File: config.mk
export PLATFORM = sky130hd
export DESIGN_NAME = sircHandler
export DESIGN_NICKNAME = d
export VERILOG_FILES = /design/src/hw/pufPkg.sv /design/src/hw/sessionControl.sv /design/src/hw/paramReader.sv /design/src/hw/challengeLoader.sv /design/src/hw/evalSequencer.sv /design/src/hw/resultWriter.sv /design/src/hw/sircHandler.sv
export SDC_FILE = /design/constraint.sdc
export NUM_CORES = 1
export LEC_CHECK = 0
export BUFFER_PORTS_ARGS = -buffer_cell sky130_fd_sc_hd__buf_2
export CAP_MARGIN = 20
export CORE_MARGIN = 3
export CORE_UTILIZATION = 56
export CTS_CLUSTER_SIZE = 40
export DETAILED_ROUTE_END_ITERATION = 10
export PLACE_DENSITY = 0.84
export SLEW_MARGIN = 20
export SYNTH_ARGS = -nofsm -noshare
export SYNTH_HDL_FRONTEND = slang
export SYNTH_SLANG_ARGS = --single-unit
File: constraint.sdc
create_clock -name clk -period 5.9 [get_ports clk]
set_input_delay 0.885 -clock clk [delete_from_list [all_inputs] [get_ports clk]]
set_output_delay 0.885 -clock clk [all_outputs]
set_load 0.005 [all_outputs]
File: src/hw/pufPkg.sv
package pufPkg;

	////////////////////
	// Bus widths and fixed sizes
	////////////////////

	localparam int INMEM_ADDRESS_WIDTH = 17;	// Input memory byte address
	localparam int OUTMEM_ADDRESS_WIDTH = 13;	// Output memory byte address
	localparam int CONFIG_BYTES = 16;			// Delay-line configuration length
	localparam int PARAM_WORDS = 2;				// Mode word, then host challenge

	////////////////////
	// Session types
	////////////////////

	// Mode word 0 -> calibration, 1 -> temperature, anything else -> test
	typedef enum logic [1:0] {
		modeCalibrate,
		modeTemperature,
		modeTest
	} pufMode_t;

	typedef struct packed {
		pufMode_t mode;				// Decoded operating mode
		logic [31:0] challenge;		// Host challenge, straight to the evaluator
	} sessionParams_t;

	// Byte k sits in bits 8k+7 .. 8k
	typedef logic [CONFIG_BYTES-1:0][7:0] pdlConfig_t;

	typedef logic [15:0] rawResponse_t;

	////////////////////
	// Host bus requests
	////////////////////

	typedef struct packed {
		logic req;
		logic [OUTMEM_ADDRESS_WIDTH-1:0] addr;
		logic [7:0] data;
	} memWrite_t;

	typedef struct packed {
		logic req;
		logic [INMEM_ADDRESS_WIDTH-1:0] addr;
	} memRead_t;

	// Evaluator controls
	typedef struct packed {
		logic calibrate;	// Level, calibration session
		logic readTemp;		// Level, temperature session
		logic trigger;		// One-cycle calibration trigger
		logic testStart;	// Held until the evaluator reports done
	} evalCtrl_t;

endpackage

File: src/hw/sessionControl.sv
`timescale 1ns/10ps

module sessionControl (
	input logic clk,
	input logic reset,
	input logic userRunValue,
	output logic userRunClear,
	output logic paramStart,
	output logic loadStart,
	output logic evalStart,
	output logic writeStart,
	input logic paramDone,
	input logic loadDone,
	input logic evalDone,
	input logic writeDone
);

	typedef enum logic [2:0] {
		phaseIdle,
		phaseParam,		// Register file reads
		phaseLoad,		// Configuration bytes
		phaseEval,		// One PUF evaluation
		phaseWrite		// Output memory writes
	} phase_t;

	phase_t phase;

	always_ff @(posedge clk) begin
		if (reset) begin
			phase <= phaseIdle;
			userRunClear <= 1'b0;
			paramStart <= 1'b0;
			loadStart <= 1'b0;
			evalStart <= 1'b0;
			writeStart <= 1'b0;
		end else begin
			// Strobes last one cycle
			userRunClear <= 1'b0;
			paramStart <= 1'b0;
			loadStart <= 1'b0;
			evalStart <= 1'b0;
			writeStart <= 1'b0;
			case (phase)
				phaseIdle: begin
					// Ignore the run bit while our own clear is still out
					if (userRunValue && !userRunClear) begin
						phase <= phaseParam;
						paramStart <= 1'b1;
					end
				end
				phaseParam: begin
					if (paramDone) begin
						phase <= phaseLoad;
						loadStart <= 1'b1;
					end
				end
				phaseLoad: begin
					if (loadDone) begin
						phase <= phaseEval;
						evalStart <= 1'b1;
					end
				end
				phaseEval: begin
					if (evalDone) begin
						phase <= phaseWrite;
						writeStart <= 1'b1;
					end
				end
				phaseWrite: begin
					if (writeDone) begin
						phase <= phaseIdle;
						userRunClear <= 1'b1;	// Hand the run register back
					end
				end
				default: phase <= phaseIdle;
			endcase
		end
	end

	// Phases never overlap
	assert property (@(posedge clk) disable iff (reset)
		$onehot0({paramStart, loadStart, evalStart, writeStart}));

endmodule

File: src/hw/paramReader.sv
`timescale 1ns/10ps

module paramReader import pufPkg::*; (
	input logic clk,
	input logic reset,
	input logic start,
	output logic regCmdReq,
	output logic [7:0] regAddress,
	input logic regCmdAck,
	input logic regReadValid,
	input logic [31:0] regReadData,
	output sessionParams_t params,
	output logic done
);

	logic [31:0] modeWord;		// First word read
	logic [31:0] challengeWord;	// Second word read
	logic [1:0] wordCount;		// Words returned so far
	logic reading;

	always_ff @(posedge clk) begin
		if (reset) begin
			regCmdReq <= 1'b0;
			regAddress <= '0;
			wordCount <= '0;
			reading <= 1'b0;
			done <= 1'b0;
		end else begin
			done <= 1'b0;
			if (start) begin
				regCmdReq <= 1'b1;
				regAddress <= '0;
				wordCount <= '0;
				reading <= 1'b1;
			end else if (reading) begin
				// Accepted read, move to the next register or stop asking
				if (regCmdReq && regCmdAck) begin
					if (regAddress == 8'(PARAM_WORDS - 1))
						regCmdReq <= 1'b0;
					else
						regAddress <= regAddress + 8'd1;
				end
				if (regReadValid) begin
					wordCount <= wordCount + 2'd1;
					if (wordCount == 2'(PARAM_WORDS - 1)) begin
						reading <= 1'b0;
						done <= 1'b1;	// Words settle this same edge
					end
				end
			end
		end
	end

	// Returned words shift through, mode ends up in front
	always_ff @(posedge clk) begin
		if (reading && regReadValid) begin
			modeWord <= challengeWord;
			challengeWord <= regReadData;
		end
	end

	always_comb begin
		if (modeWord == 32'd0)
			params.mode = modeCalibrate;
		else if (modeWord == 32'd1)
			params.mode = modeTemperature;
		else
			params.mode = modeTest;			// Any other word
		params.challenge = challengeWord;
	end

	// Only registers 0 and 1 are ever requested
	assert property (@(posedge clk) disable iff (reset)
		regCmdReq |-> regAddress <= 8'(PARAM_WORDS - 1));

endmodule

File: src/hw/challengeLoader.sv
`timescale 1ns/10ps

module challengeLoader import pufPkg::*; (
	input logic clk,
	input logic reset,
	input logic start,
	output memRead_t rdReq,
	input logic rdAck,
	input logic rdValid,
	input logic [7:0] rdData,
	output pdlConfig_t configData,
	output logic done
);

	localparam int COUNT_WIDTH = $clog2(CONFIG_BYTES);

	logic [COUNT_WIDTH-1:0] byteCount;	// Bytes returned, also the lane index
	logic loading;
	logic outstanding;					// Accepted read, data not back yet

	always_ff @(posedge clk) begin
		if (reset) begin
			rdReq <= '0;
			byteCount <= '0;
			loading <= 1'b0;
			outstanding <= 1'b0;
			done <= 1'b0;
		end else begin
			done <= 1'b0;
			if (start) begin
				rdReq.req <= 1'b1;
				rdReq.addr <= '0;
				byteCount <= '0;
				loading <= 1'b1;
				outstanding <= 1'b0;
			end else if (loading) begin
				if (rdReq.req && rdAck) begin
					rdReq.req <= 1'b0;
					outstanding <= 1'b1;
				end
				if (outstanding && rdValid) begin
					outstanding <= 1'b0;
					byteCount <= byteCount + 1'b1;
					if (byteCount == COUNT_WIDTH'(CONFIG_BYTES - 1)) begin
						loading <= 1'b0;
						done <= 1'b1;
					end else begin
						rdReq.req <= 1'b1;	// Next byte only after this one is back
						rdReq.addr <= rdReq.addr + 1'b1;
					end
				end
			end
		end
	end

	// Byte k into bits 8k+7 .. 8k
	always_ff @(posedge clk) begin
		if (outstanding && rdValid)
			configData[byteCount] <= rdData;
	end

	// One read in flight at most
	assert property (@(posedge clk) disable iff (reset)
		outstanding |-> !rdReq.req);

endmodule

File: src/hw/evalSequencer.sv
`timescale 1ns/10ps

module evalSequencer import pufPkg::*; #(
	parameter int CALIB_WAIT_CYCLES = 10
) (
	input logic clk,
	input logic reset,
	input logic start,
	input pufMode_t mode,
	output evalCtrl_t ctrl,
	input logic testDone,
	input rawResponse_t rawIn,
	output rawResponse_t response,
	output logic done
);

	localparam int COUNT_WIDTH = $clog2(CALIB_WAIT_CYCLES + 1);

	typedef enum logic [1:0] {
		evalIdle,
		evalCalib,		// Counting after the trigger
		evalTest		// testStart held
	} evalState_t;

	evalState_t state;
	logic [COUNT_WIDTH-1:0] waitCount;

	always_ff @(posedge clk) begin
		if (reset) begin
			state <= evalIdle;
			ctrl <= '0;
			waitCount <= '0;
			done <= 1'b0;
		end else begin
			done <= 1'b0;
			ctrl.trigger <= 1'b0;	// Single cycle
			case (state)
				evalIdle: begin
					if (start) begin
						ctrl.calibrate <= (mode == modeCalibrate);
						ctrl.readTemp <= (mode == modeTemperature);
						waitCount <= '0;
						if (mode == modeCalibrate) begin
							ctrl.trigger <= 1'b1;
							state <= evalCalib;
						end else begin
							ctrl.testStart <= 1'b1;
							state <= evalTest;
						end
					end
				end
				evalCalib: begin
					waitCount <= waitCount + 1'b1;	// Zero in the trigger cycle
					if (waitCount == COUNT_WIDTH'(CALIB_WAIT_CYCLES - 1)) begin
						done <= 1'b1;
						state <= evalIdle;
					end
				end
				evalTest: begin
					if (testDone) begin
						ctrl.testStart <= 1'b0;
						done <= 1'b1;
						state <= evalIdle;
					end
				end
				default: state <= evalIdle;
			endcase
		end
	end

	// Raw response sampled as the calibration wait runs out
	always_ff @(posedge clk) begin
		if (state == evalCalib && waitCount == COUNT_WIDTH'(CALIB_WAIT_CYCLES - 1))
			response <= rawIn;
	end

endmodule

File: src/hw/resultWriter.sv
`timescale 1ns/10ps

module resultWriter import pufPkg::*; #(
	parameter int RESULT_BYTES = 16,
	parameter int RESULT_READ_LATENCY = 2,
	parameter int RESULT_ADDRESS_WIDTH = 13
) (
	input logic clk,
	input logic reset,
	input logic start,
	input pufMode_t mode,
	input rawResponse_t response,
	output logic [RESULT_ADDRESS_WIDTH-1:0] resultAddr,
	input logic [7:0] resultData,
	output memWrite_t wr,
	input logic wrAck,
	output logic done
);

	localparam int LAT_WIDTH = $clog2(RESULT_READ_LATENCY + 1);

	typedef enum logic [1:0] {
		writeIdle,
		writeSettle,	// Waiting out the result memory latency
		writeBusy		// Request out, waiting for ack
	} writeState_t;

	writeState_t state;
	logic [LAT_WIDTH-1:0] latCount;
	logic calibSession;
	logic lastByte;
	logic accepted;

	assign accepted = wr.req && wrAck;
	// Two bytes in calibration, RESULT_BYTES otherwise
	assign lastByte = calibSession ? (wr.addr == OUTMEM_ADDRESS_WIDTH'(1))
		: (wr.addr == OUTMEM_ADDRESS_WIDTH'(RESULT_BYTES - 1));
	assign done = accepted && lastByte;

	always_ff @(posedge clk) begin
		if (reset) begin
			state <= writeIdle;
			wr <= '0;
			resultAddr <= '0;
			latCount <= '0;
			calibSession <= 1'b0;
		end else begin
			case (state)
				writeIdle: begin
					if (start) begin
						calibSession <= (mode == modeCalibrate);
						wr.addr <= '0;
						resultAddr <= '0;
						latCount <= '0;
						if (mode == modeCalibrate) begin
							wr.req <= 1'b1;
							wr.data <= response[15:8];	// High byte first
							state <= writeBusy;
						end else begin
							state <= writeSettle;
						end
					end
				end
				writeSettle: begin
					latCount <= latCount + 1'b1;
					if (latCount == LAT_WIDTH'(RESULT_READ_LATENCY)) begin
						wr.req <= 1'b1;
						wr.data <= resultData;
						state <= writeBusy;
					end
				end
				writeBusy: begin
					if (accepted) begin
						if (lastByte) begin
							wr.req <= 1'b0;
							state <= writeIdle;
						end else if (calibSession) begin
							wr.addr <= wr.addr + 1'b1;
							wr.data <= response[7:0];	// Straight on with the low byte
						end else begin
							wr.req <= 1'b0;
							wr.addr <= wr.addr + 1'b1;
							resultAddr <= resultAddr + 1'b1;	// Same index on both sides
							latCount <= '0;
							state <= writeSettle;
						end
					end
				end
				default: state <= writeIdle;
			endcase
		end
	end

	// Stalled write keeps its address and data
	assert property (@(posedge clk) disable iff (reset)
		wr.req && !wrAck |=> wr.req && $stable(wr.addr) && $stable(wr.data));

endmodule

File: src/hw/sircHandler.sv
`timescale 1ns/10ps

module sircHandler import pufPkg::*; #(
	parameter int RESULT_BYTES = 16,
	parameter int CALIB_WAIT_CYCLES = 10,
	parameter int RESULT_READ_LATENCY = 2,
	parameter int RESULT_ADDRESS_WIDTH = 13
) (
	input logic clk,
	input logic reset,

	// Run register
	input logic userRunValue,
	output logic userRunClear,

	// Parameter register file, read only
	output logic register32CmdReq,
	output logic [7:0] register32Address,
	input logic register32CmdAck,
	input logic register32ReadDataValid,
	input logic [31:0] register32ReadData,

	// Input memory
	output logic inputMemoryReadReq,
	output logic [INMEM_ADDRESS_WIDTH-1:0] inputMemoryReadAdd,
	input logic inputMemoryReadAck,
	input logic inputMemoryReadDataValid,
	input logic [7:0] inputMemoryReadData,

	// Output memory
	output logic outputMemoryWriteReq,
	output logic [OUTMEM_ADDRESS_WIDTH-1:0] outputMemoryWriteAdd,
	output logic [7:0] outputMemoryWriteData,
	input logic outputMemoryWriteAck,

	// PUF evaluator and its result memory
	output evalCtrl_t pufCtrl,
	output pdlConfig_t pufConfig,
	output logic [31:0] pufChallenge,
	output logic [RESULT_ADDRESS_WIDTH-1:0] resultAddr,
	input logic pufTestDone,
	input rawResponse_t pufRawResponse,
	input logic [7:0] resultData
);

	logic paramStart, loadStart, evalStart, writeStart;	// Phase strobes out
	logic paramDone, loadDone, evalDone, writeDone;		// Phase strobes back
	sessionParams_t params;
	memRead_t inRead;
	memWrite_t outWrite;
	rawResponse_t response;

	////////////////////
	// Struct to flat bus
	////////////////////

	assign inputMemoryReadReq = inRead.req;
	assign inputMemoryReadAdd = inRead.addr;
	assign outputMemoryWriteReq = outWrite.req;
	assign outputMemoryWriteAdd = outWrite.addr;
	assign outputMemoryWriteData = outWrite.data;
	assign pufChallenge = params.challenge;	// Held until the next session

	sessionControl session (
		.clk, .reset, .userRunValue, .userRunClear,
		.paramStart, .loadStart, .evalStart, .writeStart,
		.paramDone, .loadDone, .evalDone, .writeDone
	);

	paramReader reader (
		.clk, .reset, .start(paramStart),
		.regCmdReq(register32CmdReq), .regAddress(register32Address),
		.regCmdAck(register32CmdAck), .regReadValid(register32ReadDataValid),
		.regReadData(register32ReadData), .params, .done(paramDone)
	);

	challengeLoader loader (
		.clk, .reset, .start(loadStart), .rdReq(inRead),
		.rdAck(inputMemoryReadAck), .rdValid(inputMemoryReadDataValid),
		.rdData(inputMemoryReadData), .configData(pufConfig), .done(loadDone)
	);

	evalSequencer #(.CALIB_WAIT_CYCLES(CALIB_WAIT_CYCLES)) sequencer (
		.clk, .reset, .start(evalStart), .mode(params.mode), .ctrl(pufCtrl),
		.testDone(pufTestDone), .rawIn(pufRawResponse), .response, .done(evalDone)
	);

	resultWriter #(
		.RESULT_BYTES(RESULT_BYTES),
		.RESULT_READ_LATENCY(RESULT_READ_LATENCY),
		.RESULT_ADDRESS_WIDTH(RESULT_ADDRESS_WIDTH)
	) writer (
		.clk, .reset, .start(writeStart), .mode(params.mode), .response,
		.resultAddr, .resultData, .wr(outWrite), .wrAck(outputMemoryWriteAck),
		.done(writeDone)
	);

endmodule

==> key figures, run 1 <==
Placed design
  • Placed cell count: around 1400
  • Hpwl dp: around 17 mm
  • Final GP Congestion: around 0.9
  • I/O Buffers: about 300

CTS
  • CTS tree: done
  • H-tree levels: 1
  • Post-CTS sizing: 0
  • Clock sinks: 305
  • Clk slew on worst S/H paths: about 60 ps
  • Total CTS buffers: 29
  • Post-CTS Setup Bufs: 0
  • Root buf cell: clkbuf_16
  • Worst-Skew Late Latency: approximately 540 ps
  • Clk buf depth: 3
  • Cts hold-fix bufs: 0

Synth
  • Synth warn: 0
  • Mean Syn Cell Area: roughly 14 sq um
  • Synth area leader: edfxtp_1
  • Synth unique cells: 62
  • Most used DFF post-synth: edfxtp_1
  • Top cell type's share of synthesized area: between 50% and 60%
  • Synthesized area: roughly 0.011 sq mm
  • Register area share after synthesis: between 70% and 80%
  • FFs w/ async S/R, synth: 0%
  • EDFF count, synth: ~210
  • Synth area leaders: edfxtp_1, dfxtp_1, nor2_1, ha_1, nand2_1
  • Mapped Cells: roughly 830
  • Synth Net Count: 919
  • FF+latch count, synth: between 300 and 400

Floorplan
  • Die footprint: ~0.022 sq mm
  • FP Rows: between 50 and 60
  • IO Pins: 300
  • Core area: between 0.015 and 0.02 sq mm
  • Die width: between 100 and 150 microns
  • Die height: ~150 microns
  • Starting Density: a little under three fifths

Global routing
  • Initial antenna violation count: 1
  • Gr usage total: between 20% and 30%
  • Vias in the first global route: 7375
  • GRT Residual Overflow: 0
  • First-pass GRT wire length: roughly 38 mm
  • Largest net degree at the start of global routing: 69

Power and ir drop
  • Sw frac: between 10% and 20%
  • Max IR drop VDD: 0.270 mV
  • Part of the power in registers: 53.7%
  • Power Density: approximately 310 mW/mm^2
  • Clk pwr share: between 40 and 50%
  • Cell Int Power: approximately 3500 uW
  • Combinational share of power: under 10%
  • NetSw: 835 uW
  • Static Leak: 0.00526 uW

Routing
  • Via density: 5.35
  • # DRC: 0
  • Antenna Nets Post-Route: 0
  • DR WL/cell: between 15 and 20 microns
  • Post-Route WL: between 20 and 25 mm
  • DR iter-0 viols: roughly 450
  • DR pass1 iterations: 5
  • Via count: 7602

STA
  • Setup Viol. Count Final: 0
  • Setup TNS: 0 ps
  • Peak Freq: about 360 MHz
  • Final-report max-slew violation count: 0
  • RSZ-0062 raised after global routing: no
  • Tmin final: 2770 ps
  • Worst relative slew slack: 36.1%
  • Worst-Margin Slew: ~960 ps
  • Final Hold Violating Endpoints: 0
  • Tcrit/Tclk final: a little under half
  • Clk_skew: approximately 15 ps

Worst setup path
  • Required @ worst endpoint: roughly 6400 ps
  • R2R Setup Slk: 3130 ps
  • CP Class: flip-flop to flip-flop
  • Critical-path cell list: or4b_4, a2111oi_4, o311ai_1, nand4b_1, a21oi_1
  • Crit. End Element: flip-flop
  • CP startpoint kind: flip-flop
  • Worst-path fanout max: 16
  • Crit path DAT: around 3200 ps
  • Slowest stage delay, CP: 910 ps
  • Critical path's slowest cell: a2111oi_4

Cells and area
  • Final non-filler cell total: 1422
  • Area Growth Syn to Fin: 24.2%
  • Share of cells above drive strength 1: about a third
  • NumNets Final: around 1200

Min path
  • Tightest Hold Check Type: flip-flop to flip-flop

Flow run
  • Max Cap Violations: 0

Run status
  • Status: complete, no violations
==> flip-flops by register name, summed over array words and instances, names as in the netlist, 8 cells and up <==
signal / cells
reader.challengeWord: 32
writer.resultAddr: 13
reader.regAddress: 8
sequencer.response: 16
loader.rdReq: 18
writer.wr: 22
loader.configData: 128
reader.modeWord: 32
==> critical path: cells and delay by family, from the launching register on <==
kind            cells  cell delay (ps)
compound gates      3             1350
simple gates        2              800
flops               1              540
==> area by class of cell <==
| cell class | count | area, sq um |
|---|---|---|
| Antenna cell | 1 | 2.50 |
| Clock buffer | 34 | 744 |
| Clock inverter | 20 | 236 |
| Fill cell | 1363 | 5650 |
| Inverter | 26 | 97.6 |
| Multi-Input combinational cell | 466 | 2860 |
| Sequential cell | 305 | 8190 |
| Tap cell | 265 | 332 |
| Timing Repair Buffer | 305 | 1540 |
==> per-layer routing <==
metal | track usage (%) | part of all wire, %
met5 | 0 | 0
met2 | 38.7 | 51
met1 | 26.6 | 39
met3 | 4.23 | 8.3
met4 | 5.13 | 2.0
==> Yosys cell counts (all sizes together) (2+ instances only) <==
cell type,count
o41a,2
and2,4
nand2b,7
o211ai,10
a211oi,9
o21ai,19
ha,20
xnor2,26
or4b,2
nand4,17
dfxtp,97
nor3,24
a21oi,40
nor3b,3
nor2,78
nor4,16
mux2i,11
inv,26
clkbuf,20
nand3,27
or3,12
a22oi,10
and4,2
or4,2
nand2,63
nand3b,5
nor4b,2
or2,4
nand4b,3
nor2b,6
and3,9
buf,9
a311oi,3
a31o,2
a31oi,6
edfxtp,208
o31ai,3
xor2,5
==> worst paths after layout <==
| kind | to | cells past startpoint | startpoint |
|---|---|---|---|
| worst max-delay path | writer.state[1] | 5 | writer.calibSession |
| worst min-delay path | reader.modeWord[23] | 0 | reader.challengeWord[23] |
| worst max register to register | writer.state[1] | 5 | writer.calibSession |
| worst min register to register | reader.modeWord[23] | 0 | reader.challengeWord[23] |
==> cell families after synthesis <==
| kind of cell | Yosys count | share of synthesized area (%) |
|---|---|---|
| flops | 305 | 72.6 |
| simple gates | 288 | 12.7 |
| compound gates | 115 | 6.92 |
| buf+inv | 55 | 2.07 |
| xor+xnor | 31 | 2.41 |
| fa+ha+maj | 20 | 2.22 |
| mux | 12 | 1.08 |
==> power groups by stage <==
stage          Sequential, uW  Combinational [uW]  Clock (uW)
2_1_floorplan            2350                53.8           0
3_3_place_gp             2350                 112           0
3_5_place_dp             2350                 115           0
4_1_cts                  2310                 115        1910
5_1_grt                  2310                 128        2000
6_report                 2310                 114        1880
==> cells in the final DEF (no fill, tap or decap), drive strengths merged, types with 11 or more instances in the layout <==
| master | Yosys | routed |
|---|---|---|
| a21oi | 40 | 40 |
| buf | 9 | 305 |
| clkbuf | 20 | 34 |
| clkinv | 0 | 11 |
| dfxtp | 97 | 97 |
| edfxtp | 208 | 208 |
| ha | 20 | 20 |
| inv | 26 | 27 |
| mux2i | 11 | 11 |
| nand2 | 63 | 63 |
| nand3 | 27 | 27 |
| nand4 | 17 | 17 |
| nor2 | 78 | 78 |
| nor3 | 24 | 24 |
| nor4 | 16 | 16 |
| o21ai | 19 | 19 |
| or3 | 12 | 12 |
| xnor2 | 26 | 26 |
==> per-stage QoR <==
stage	hold slack (ps)	util, %	total power [uW]	instance area (sq um)	setup WS [ps]
after floorplan	422	-	2410	11300	2600
after detailed placement	428	66.2	2470	13000	2840
after global routing	450	71.2	4440	14000	2900
after CTS	441	71.2	4340	14000	3180
after global placement	425	66.2	2470	13000	2900
final	439	71.3	4300	14000	3130
(Power assumes the default switching activity.)
==> inputs of run 2 (changes only) <==
ABC_AREA = 1   (was unset)
CORE_UTILIZATION = 53   (was 56)
PLACE_DENSITY = 0.8   (was 0.84)
clock period = 2.75 ns   (was 5.9 ns; I/O delays follow)
==> run 2 against run 1 <==
  * Global-route usage grew 0.69 points
  * Wire length grew 12%
  * Total power grew 150%
  * Sequential share of layout area shrank 1.8 points
  * Register-to-register slack lost 2500 ps
  * Area after synthesis grew 3.1%
  * First-iteration DRC count grew 18%
  * Die area grew 8.6%
==> key figures, run 2 <==
CTS
  • Worst-Skew Late Latency: roughly 530 ps
  • Post-CTS Setup Bufs: 0
  • Cts hold-fix bufs: 0
  • Clk buf depth: 3
  • Post-CTS sizing: 0
  • Clock sinks: ~300
  • CTS tree: done
  • H-tree levels: 1
  • Root buf cell: clkbuf_16
  • Total CTS buffers: 30
  • Clk slew on worst S/H paths: 60 ps

Synth
  • Count leader, synth: edfxtp_1
  • Register area share after synthesis: 70.4%
  • Top cell type's share of synthesized area: 53.7%
  • EDFF count, synth: 208
  • FF+latch count, synth: between 300 and 400
  • Commonest cells post-synth: edfxtp_1, nand2_1, nor2_1
  • Synth area leader: edfxtp_1
  • Synthesized area: roughly 0.012 sq mm
  • Synth unique cells: 43
  • Synth Net Count: ~1100
  • Most used DFF post-synth: edfxtp_1
  • Mapped Cells: 1017
  • Mean Syn Cell Area: around 11 sq um
  • Synth warn: 0
  • FFs w/ async S/R, synth: 0%
  • Synth area leaders: edfxtp_1, dfxtp_1, nand2_1, nor2_1, inv_1

Cells and area
  • Filler cells: roughly 1600
  • Area Growth Syn to Fin: 24.4%
  • Final non-filler cell total: 1643
  • Commonest non-fill, non-tap cell in the layout: buf_2
  • Largest register FFs: approximately 130
  • Share of cells above drive strength 1: 28.9%
  • Most flops, register: loader.configData
  • NumNets Final: about 1400
  • Register Area: slightly above 0.008 sq mm
  • Most frequent cells in the layout: buf_2, edfxtp_1, nand2_1
  • Area occupied by multi-input gates: 0.00298 sq mm
  • Largest registers: loader.configData (128), reader.challengeWord (32), reader.modeWord (32)

Global routing
  • First-pass GRT wire length: between 40 and 50 mm
  • Largest net degree at the start of global routing: 65
  • Vias in the first global route: 8223
  • Gr usage total: between 20% and 30%
  • GRT Residual Overflow: 0
  • Initial antenna violation count: 3

STA
  • Worst-Margin Slew: 821 ps
  • Setup TNS: 0 ps
  • Final Hold Violating Endpoints: 0
  • Tmin final: ~2100 ps
  • Worst relative slew slack: between 40% and 50%
  • Setup Viol. Count Final: 0
  • Peak Freq: approximately 470 MHz
  • Tcrit/Tclk final: just under 80%
  • RSZ-0062 raised after global routing: no
  • Clk_skew: roughly 8.3 ps
  • Final-report max-slew violation count: 0

Floorplan
  • FP Rows: 53
  • Die width: between 150 and 200 microns
  • IO Pins: 300
  • Die height: 154 microns
  • Core area: around 0.021 sq mm
  • Starting Density: between 50% and 60%
  • Die footprint: about 0.024 sq mm

Min path
  • Tightest Hold Check Type: input pin to flip-flop
  • Hold Path Depth: 1

Worst setup path
  • WP depth: 8
  • Crit. End Element: flip-flop
  • CP Class: flip-flop to flip-flop
  • Slowest stage delay, CP: 580 ps
  • Crit path DAT: about 2600 ps
  • R2R depth: 8
  • Kind of cell adding the most delay to the critical path: adder cells
  • Required @ worst endpoint: roughly 3200 ps
  • CP startpoint kind: flip-flop
  • Critical-path cell list: inv_1, ha_1, inv_4, a21oi_4, nand2_4, nand2_1, o21ai_0, and2_1
  • Worst-path fanout max: 14
  • WP buf/inv: 2
  • Critical path's slowest cell: ha_1

Routing
  • Antenna Nets Post-Route: 0
  • Post-Route WL: 26.9 mm
  • # DRC: 0
  • DR WL/cell: around 16 microns
  • DR iter-0 viols: roughly 530
  • DR pass1 iterations: 5
  • Via count: about 8500
  • Via density: 5.14

Placed design
  • Final GP Congestion: approximately 0.91
  • Hpwl dp: 19.7 mm
  • I/O Buffers: ~300
  • Placed cell count: around 1600

Flow run
  • Max Cap Violations: 0

Power and ir drop
  • Power Density: ~740 mW/mm^2
  • Static Leak: between 0.005 and 0.006 uW
  • Max IR drop VDD: 0.574 mV

Run status
  • Status: complete, no violations
## run 2: area by class of cell
cell class | instances | share of cell area (%)
Antenna cell | 2 | 0.0346
Clock buffer | 40 | 5.60
Clock inverter | 15 | 1.25
Inverter | 103 | 2.69
Multi-Input combinational cell | 596 | 20.6
Sequential cell | 305 | 56.6
Tap cell | 275 | 2.38
Timing Repair Buffer | 307 | 10.8
## run 2: where the power goes
group	switching (uW)	leakage (uW)	internal, uW	total [uW]
Combinational	983	0.00259	485	1470
Sequential	117	0.00266	5070	5180
Clock	1620	0.000472	2440	4050
## run 2: metrics by stage
step | hold slack, ps | util [%] | setup slack, ps | total power, uW | cell area (sq um)
floorplan | 422 | - | 574 | 6320 | 11600
global placement | 427 | 63.3 | 718 | 6680 | 13500
detailed placement | 428 | 63.3 | 650 | 6730 | 13500
CTS | 26.6 | 67.9 | 618 | 10800 | 14500
global route | 25.0 | 67.9 | 388 | 11200 | 14500
finish | 50.3 | 67.9 | 608 | 10700 | 14500
## run 2: logic make-up (layout without fill, tap and decap cells)
family                   count (synthesis)  after routing  synth area share [%]
AO/OA/AOI/OAI                          129            129                  6.02
AND/OR/NAND/NOR                        439            439                  16.8
other                                    0              2                     0
buffers and inverters                  116            465                  3.97
adder cells (fa/ha/maj)                 20             20                  2.15
XOR/XNOR                                 8              8                 0.603
flip-flops                             305            305                  70.4
## run 2: routing by layer
layer	routed length, microns	GRT usage, %	vias up	part of all wire [%]
li1	-	-	4129	-
met1	10500	26.6	3914	39
met2	13300	38.6	364	49
met3	2590	6.70	43	9.6
met4	529	5.85	2	2.0
met5	13	0	-	0.048
## run 2: worst paths after layout
path | end | start | slack (ps)
worst max register to register | writer.resultAddr[3] | writer.state[0] | 610
worst min-delay path | sequencer.response[7] | pufRawResponse[7] | 50
worst min register to register | session.paramStart | session.userRunClear | 430
worst max-delay path | writer.resultAddr[3] | writer.state[0] | 610
==> inputs of run 3 (changes only) <==
clock period = 2.2 ns   (was 2.75 ns; I/O delays follow)
==> run 3 against run 2 <==
  * Final area up 4.5%
  * Core utilization up 3.0 points
  * First-iteration DRC count up 23%
  * Flip-flop and latch count unchanged
  * Register-to-register slack worse by 370 ps
  * Die area unchanged
  * Clock skew up 2.1 ps
  * Global-route usage up 3.0 points
  * Critical path depth up 2
  * Critical path type unchanged
  * Highest routed layer unchanged
==> key figures, run 3 (synthesis results as in run 2) <==
Run status
  • Status: complete, no violations

Worst setup path
  • R2R depth: 10
  • Slowest stage delay, CP: between 300 and 400 ps
  • CP startpoint kind: flip-flop
  • Kind of cell adding the most delay to the critical path: compound AO/OA/AOI/OAI gates
  • Critical Path Most Common Cell: nand2_1
  • WP buf/inv: 2
  • CP Class: flip-flop to flip-flop
  • WP depth: 10
  • Crit. End Element: flip-flop
  • Critical path's slowest cell: dfxtp_1
  • Critical-path cell list: inv_1, ha_1, inv_2, or2_4, nand2_2, a21oi_4, a21boi_4, nand2_1, nand2_1, nor2_1
  • Crit path DAT: 2400 ps
  • Worst-path fanout max: 10
  • Required @ worst endpoint: between 2000 and 3000 ps

Cells and area
  • Most flops, register: loader.configData
  • Filler cells: approximately 1400
  • Share of cells above drive strength 1: between 20% and 30%
  • Most frequent cells in the layout: buf_2, edfxtp_1, nand2_1
  • Final non-filler cell total: between 1500 and 2000
  • Design Area, Final: between 0.015 and 0.02 sq mm
  • Area occupied by multi-input gates: slightly below 0.003 sq mm
  • Area Growth Syn to Fin: 30.0%
  • Largest registers: loader.configData (128), reader.challengeWord (32), reader.modeWord (32)
  • Register Area: 0.00819 sq mm
  • Commonest non-fill, non-tap cell in the layout: buf_2
  • NumNets Final: between 1500 and 2000
  • Largest register FFs: around 130
  • Fin util: a little under three quarters

Routing
  • DR pass1 iterations: 6
  • DR iter-0 viols: 655
  • Via density: 5.27
  • Post-Route WL: a little over 30 mm
  • Via count: about 9000
  • Antenna Nets Post-Route: 0
  • # DRC: 0
  • DR WL/cell: between 15 and 20 microns

STA
  • Tmin final: approximately 2000 ps
  • Clk_skew: 10.4 ps
  • Tcrit/Tclk final: 89.4%
  • RSZ-0062 raised after global routing: no
  • Peak Freq: 509 MHz
  • Worst relative slew slack: just over 60%
  • Setup Viol. Count Final: 0
  • Final Hold Violating Endpoints: 0
  • Final-report max-slew violation count: 0
  • Setup TNS: 0 ps
  • Worst-Margin Slew: about 590 ps
  • WHS: approximately 19 ps

Power and ir drop
  • Max IR drop VDD: just over 0.8 mV
  • Power Density: between 900 and 1000 mW/mm^2
  • Static Leak: 0.00602 uW

CTS
  • Clk buf depth: 3
  • H-tree levels: 1
  • Worst-Skew Late Latency: ~540 ps
  • Post-CTS Setup Bufs: 0
  • Clock sinks: just over 300
  • CTS tree: done
  • Root buf cell: clkbuf_16
  • Clk slew on worst S/H paths: roughly 70 ps
  • Total CTS buffers: 30

Global routing
  • GRT met3 Usage: approximately 6.4%
  • Met1 usage: 30.1%
  • Vias in the first global route: a little under 9000
  • Met2 usage: between 40% and 50%
  • Largest net degree at the start of global routing: 30
  • Gr usage total: around a quarter
  • First-pass GRT wire length: approximately 48 mm
  • Top Usage Layer GRT: met2
  • Initial antenna violation count: 1
  • GRT Residual Overflow: 0

Placed design
  • Hpwl dp: 20.0 mm
  • I/O Buffers: ~300
  • Placed Area: 0.0136 sq mm
  • Placed cell count: roughly 1600
  • Final GP Congestion: just under 0.9

Floorplan
  • FP Rows: 53
  • Core area: 0.0213 sq mm
  • Die footprint: around 0.024 sq mm
  • Starting Density: a little over half
  • Die height: approximately 150 microns
  • Die width: approximately 150 microns
  • IO Pins: 300

Min path
  • Hold Path Depth: 3
  • Tightest Hold Check Type: input pin to flip-flop

Flow run
  • Max Cap Violations: 0
[run 3: cell count changes in the layout (fill, tap and decap cells not counted), sizes merged]
cell / previous run / this run
dlygate4sd3: 0 / 49
buf: 307 / 323
clkbuf: 40 / 41
clkinv: 9 / 8
diode: 2 / 1
inv: 101 / 102
[run 3: worst min-delay path, stage by stage]
cell and delay (ps):
buf_2 100, inv_1 50, nor3_1 50
[run 3: power breakdown]
part	internal [uW]	leakage (uW)	switching [uW]	total (uW)
Sequential	6330	0.00266	149	6480
Combinational	683	0.00288	1310	1990
Clock	3100	0.000480	2160	5250
[run 3: worst paths after layout]
path	start	slack [ps]	end
hold / removal	userRunValue	20	session.paramStart
hold reg to reg	session.userRunClear	430	session.paramStart
setup / recovery	writer.state[0]	230	writer.resultAddr[10]
setup reg to reg	writer.state[0]	230	writer.resultAddr[10]
[run 3: metrics by stage]
| step | setup slack (ps) | total power (uW) |
|---|---|---|
| after global routing | 51.4 | 14300 |
| after global placement | 358 | 8360 |
| final | 234 | 13700 |
| after detailed placement | 283 | 8420 |
| after CTS | 265 | 13700 |
| after floorplan | 71.3 | 7900 |
[run 3: layout make-up]
class                           count  area share, %
Timing Repair Buffer              372           14.5
Clock inverter                     15           1.26
Clock buffer                       41           5.45
Tap cell                          275           2.28
Inverter                          103           2.58
Sequential cell                   305           54.2
Multi-Input combinational cell    596           19.7
Antenna cell                        1         0.0166
[run 3: what timing repair did]
item / CTS / global route
endpoints found under the hold margin: 49 / 0
endpoints found under the setup margin: 0 / 1
resized for setup: 0 / 1
hold buffers: 49 / 0
[run 3: per-layer routing]
layer / routed length, microns / part of all wire [%]
met1: 11200 / 37
met2: 15000 / 50
met3: 2880 / 9.5
met4: 1150 / 3.8
met5: 13 / 0.043
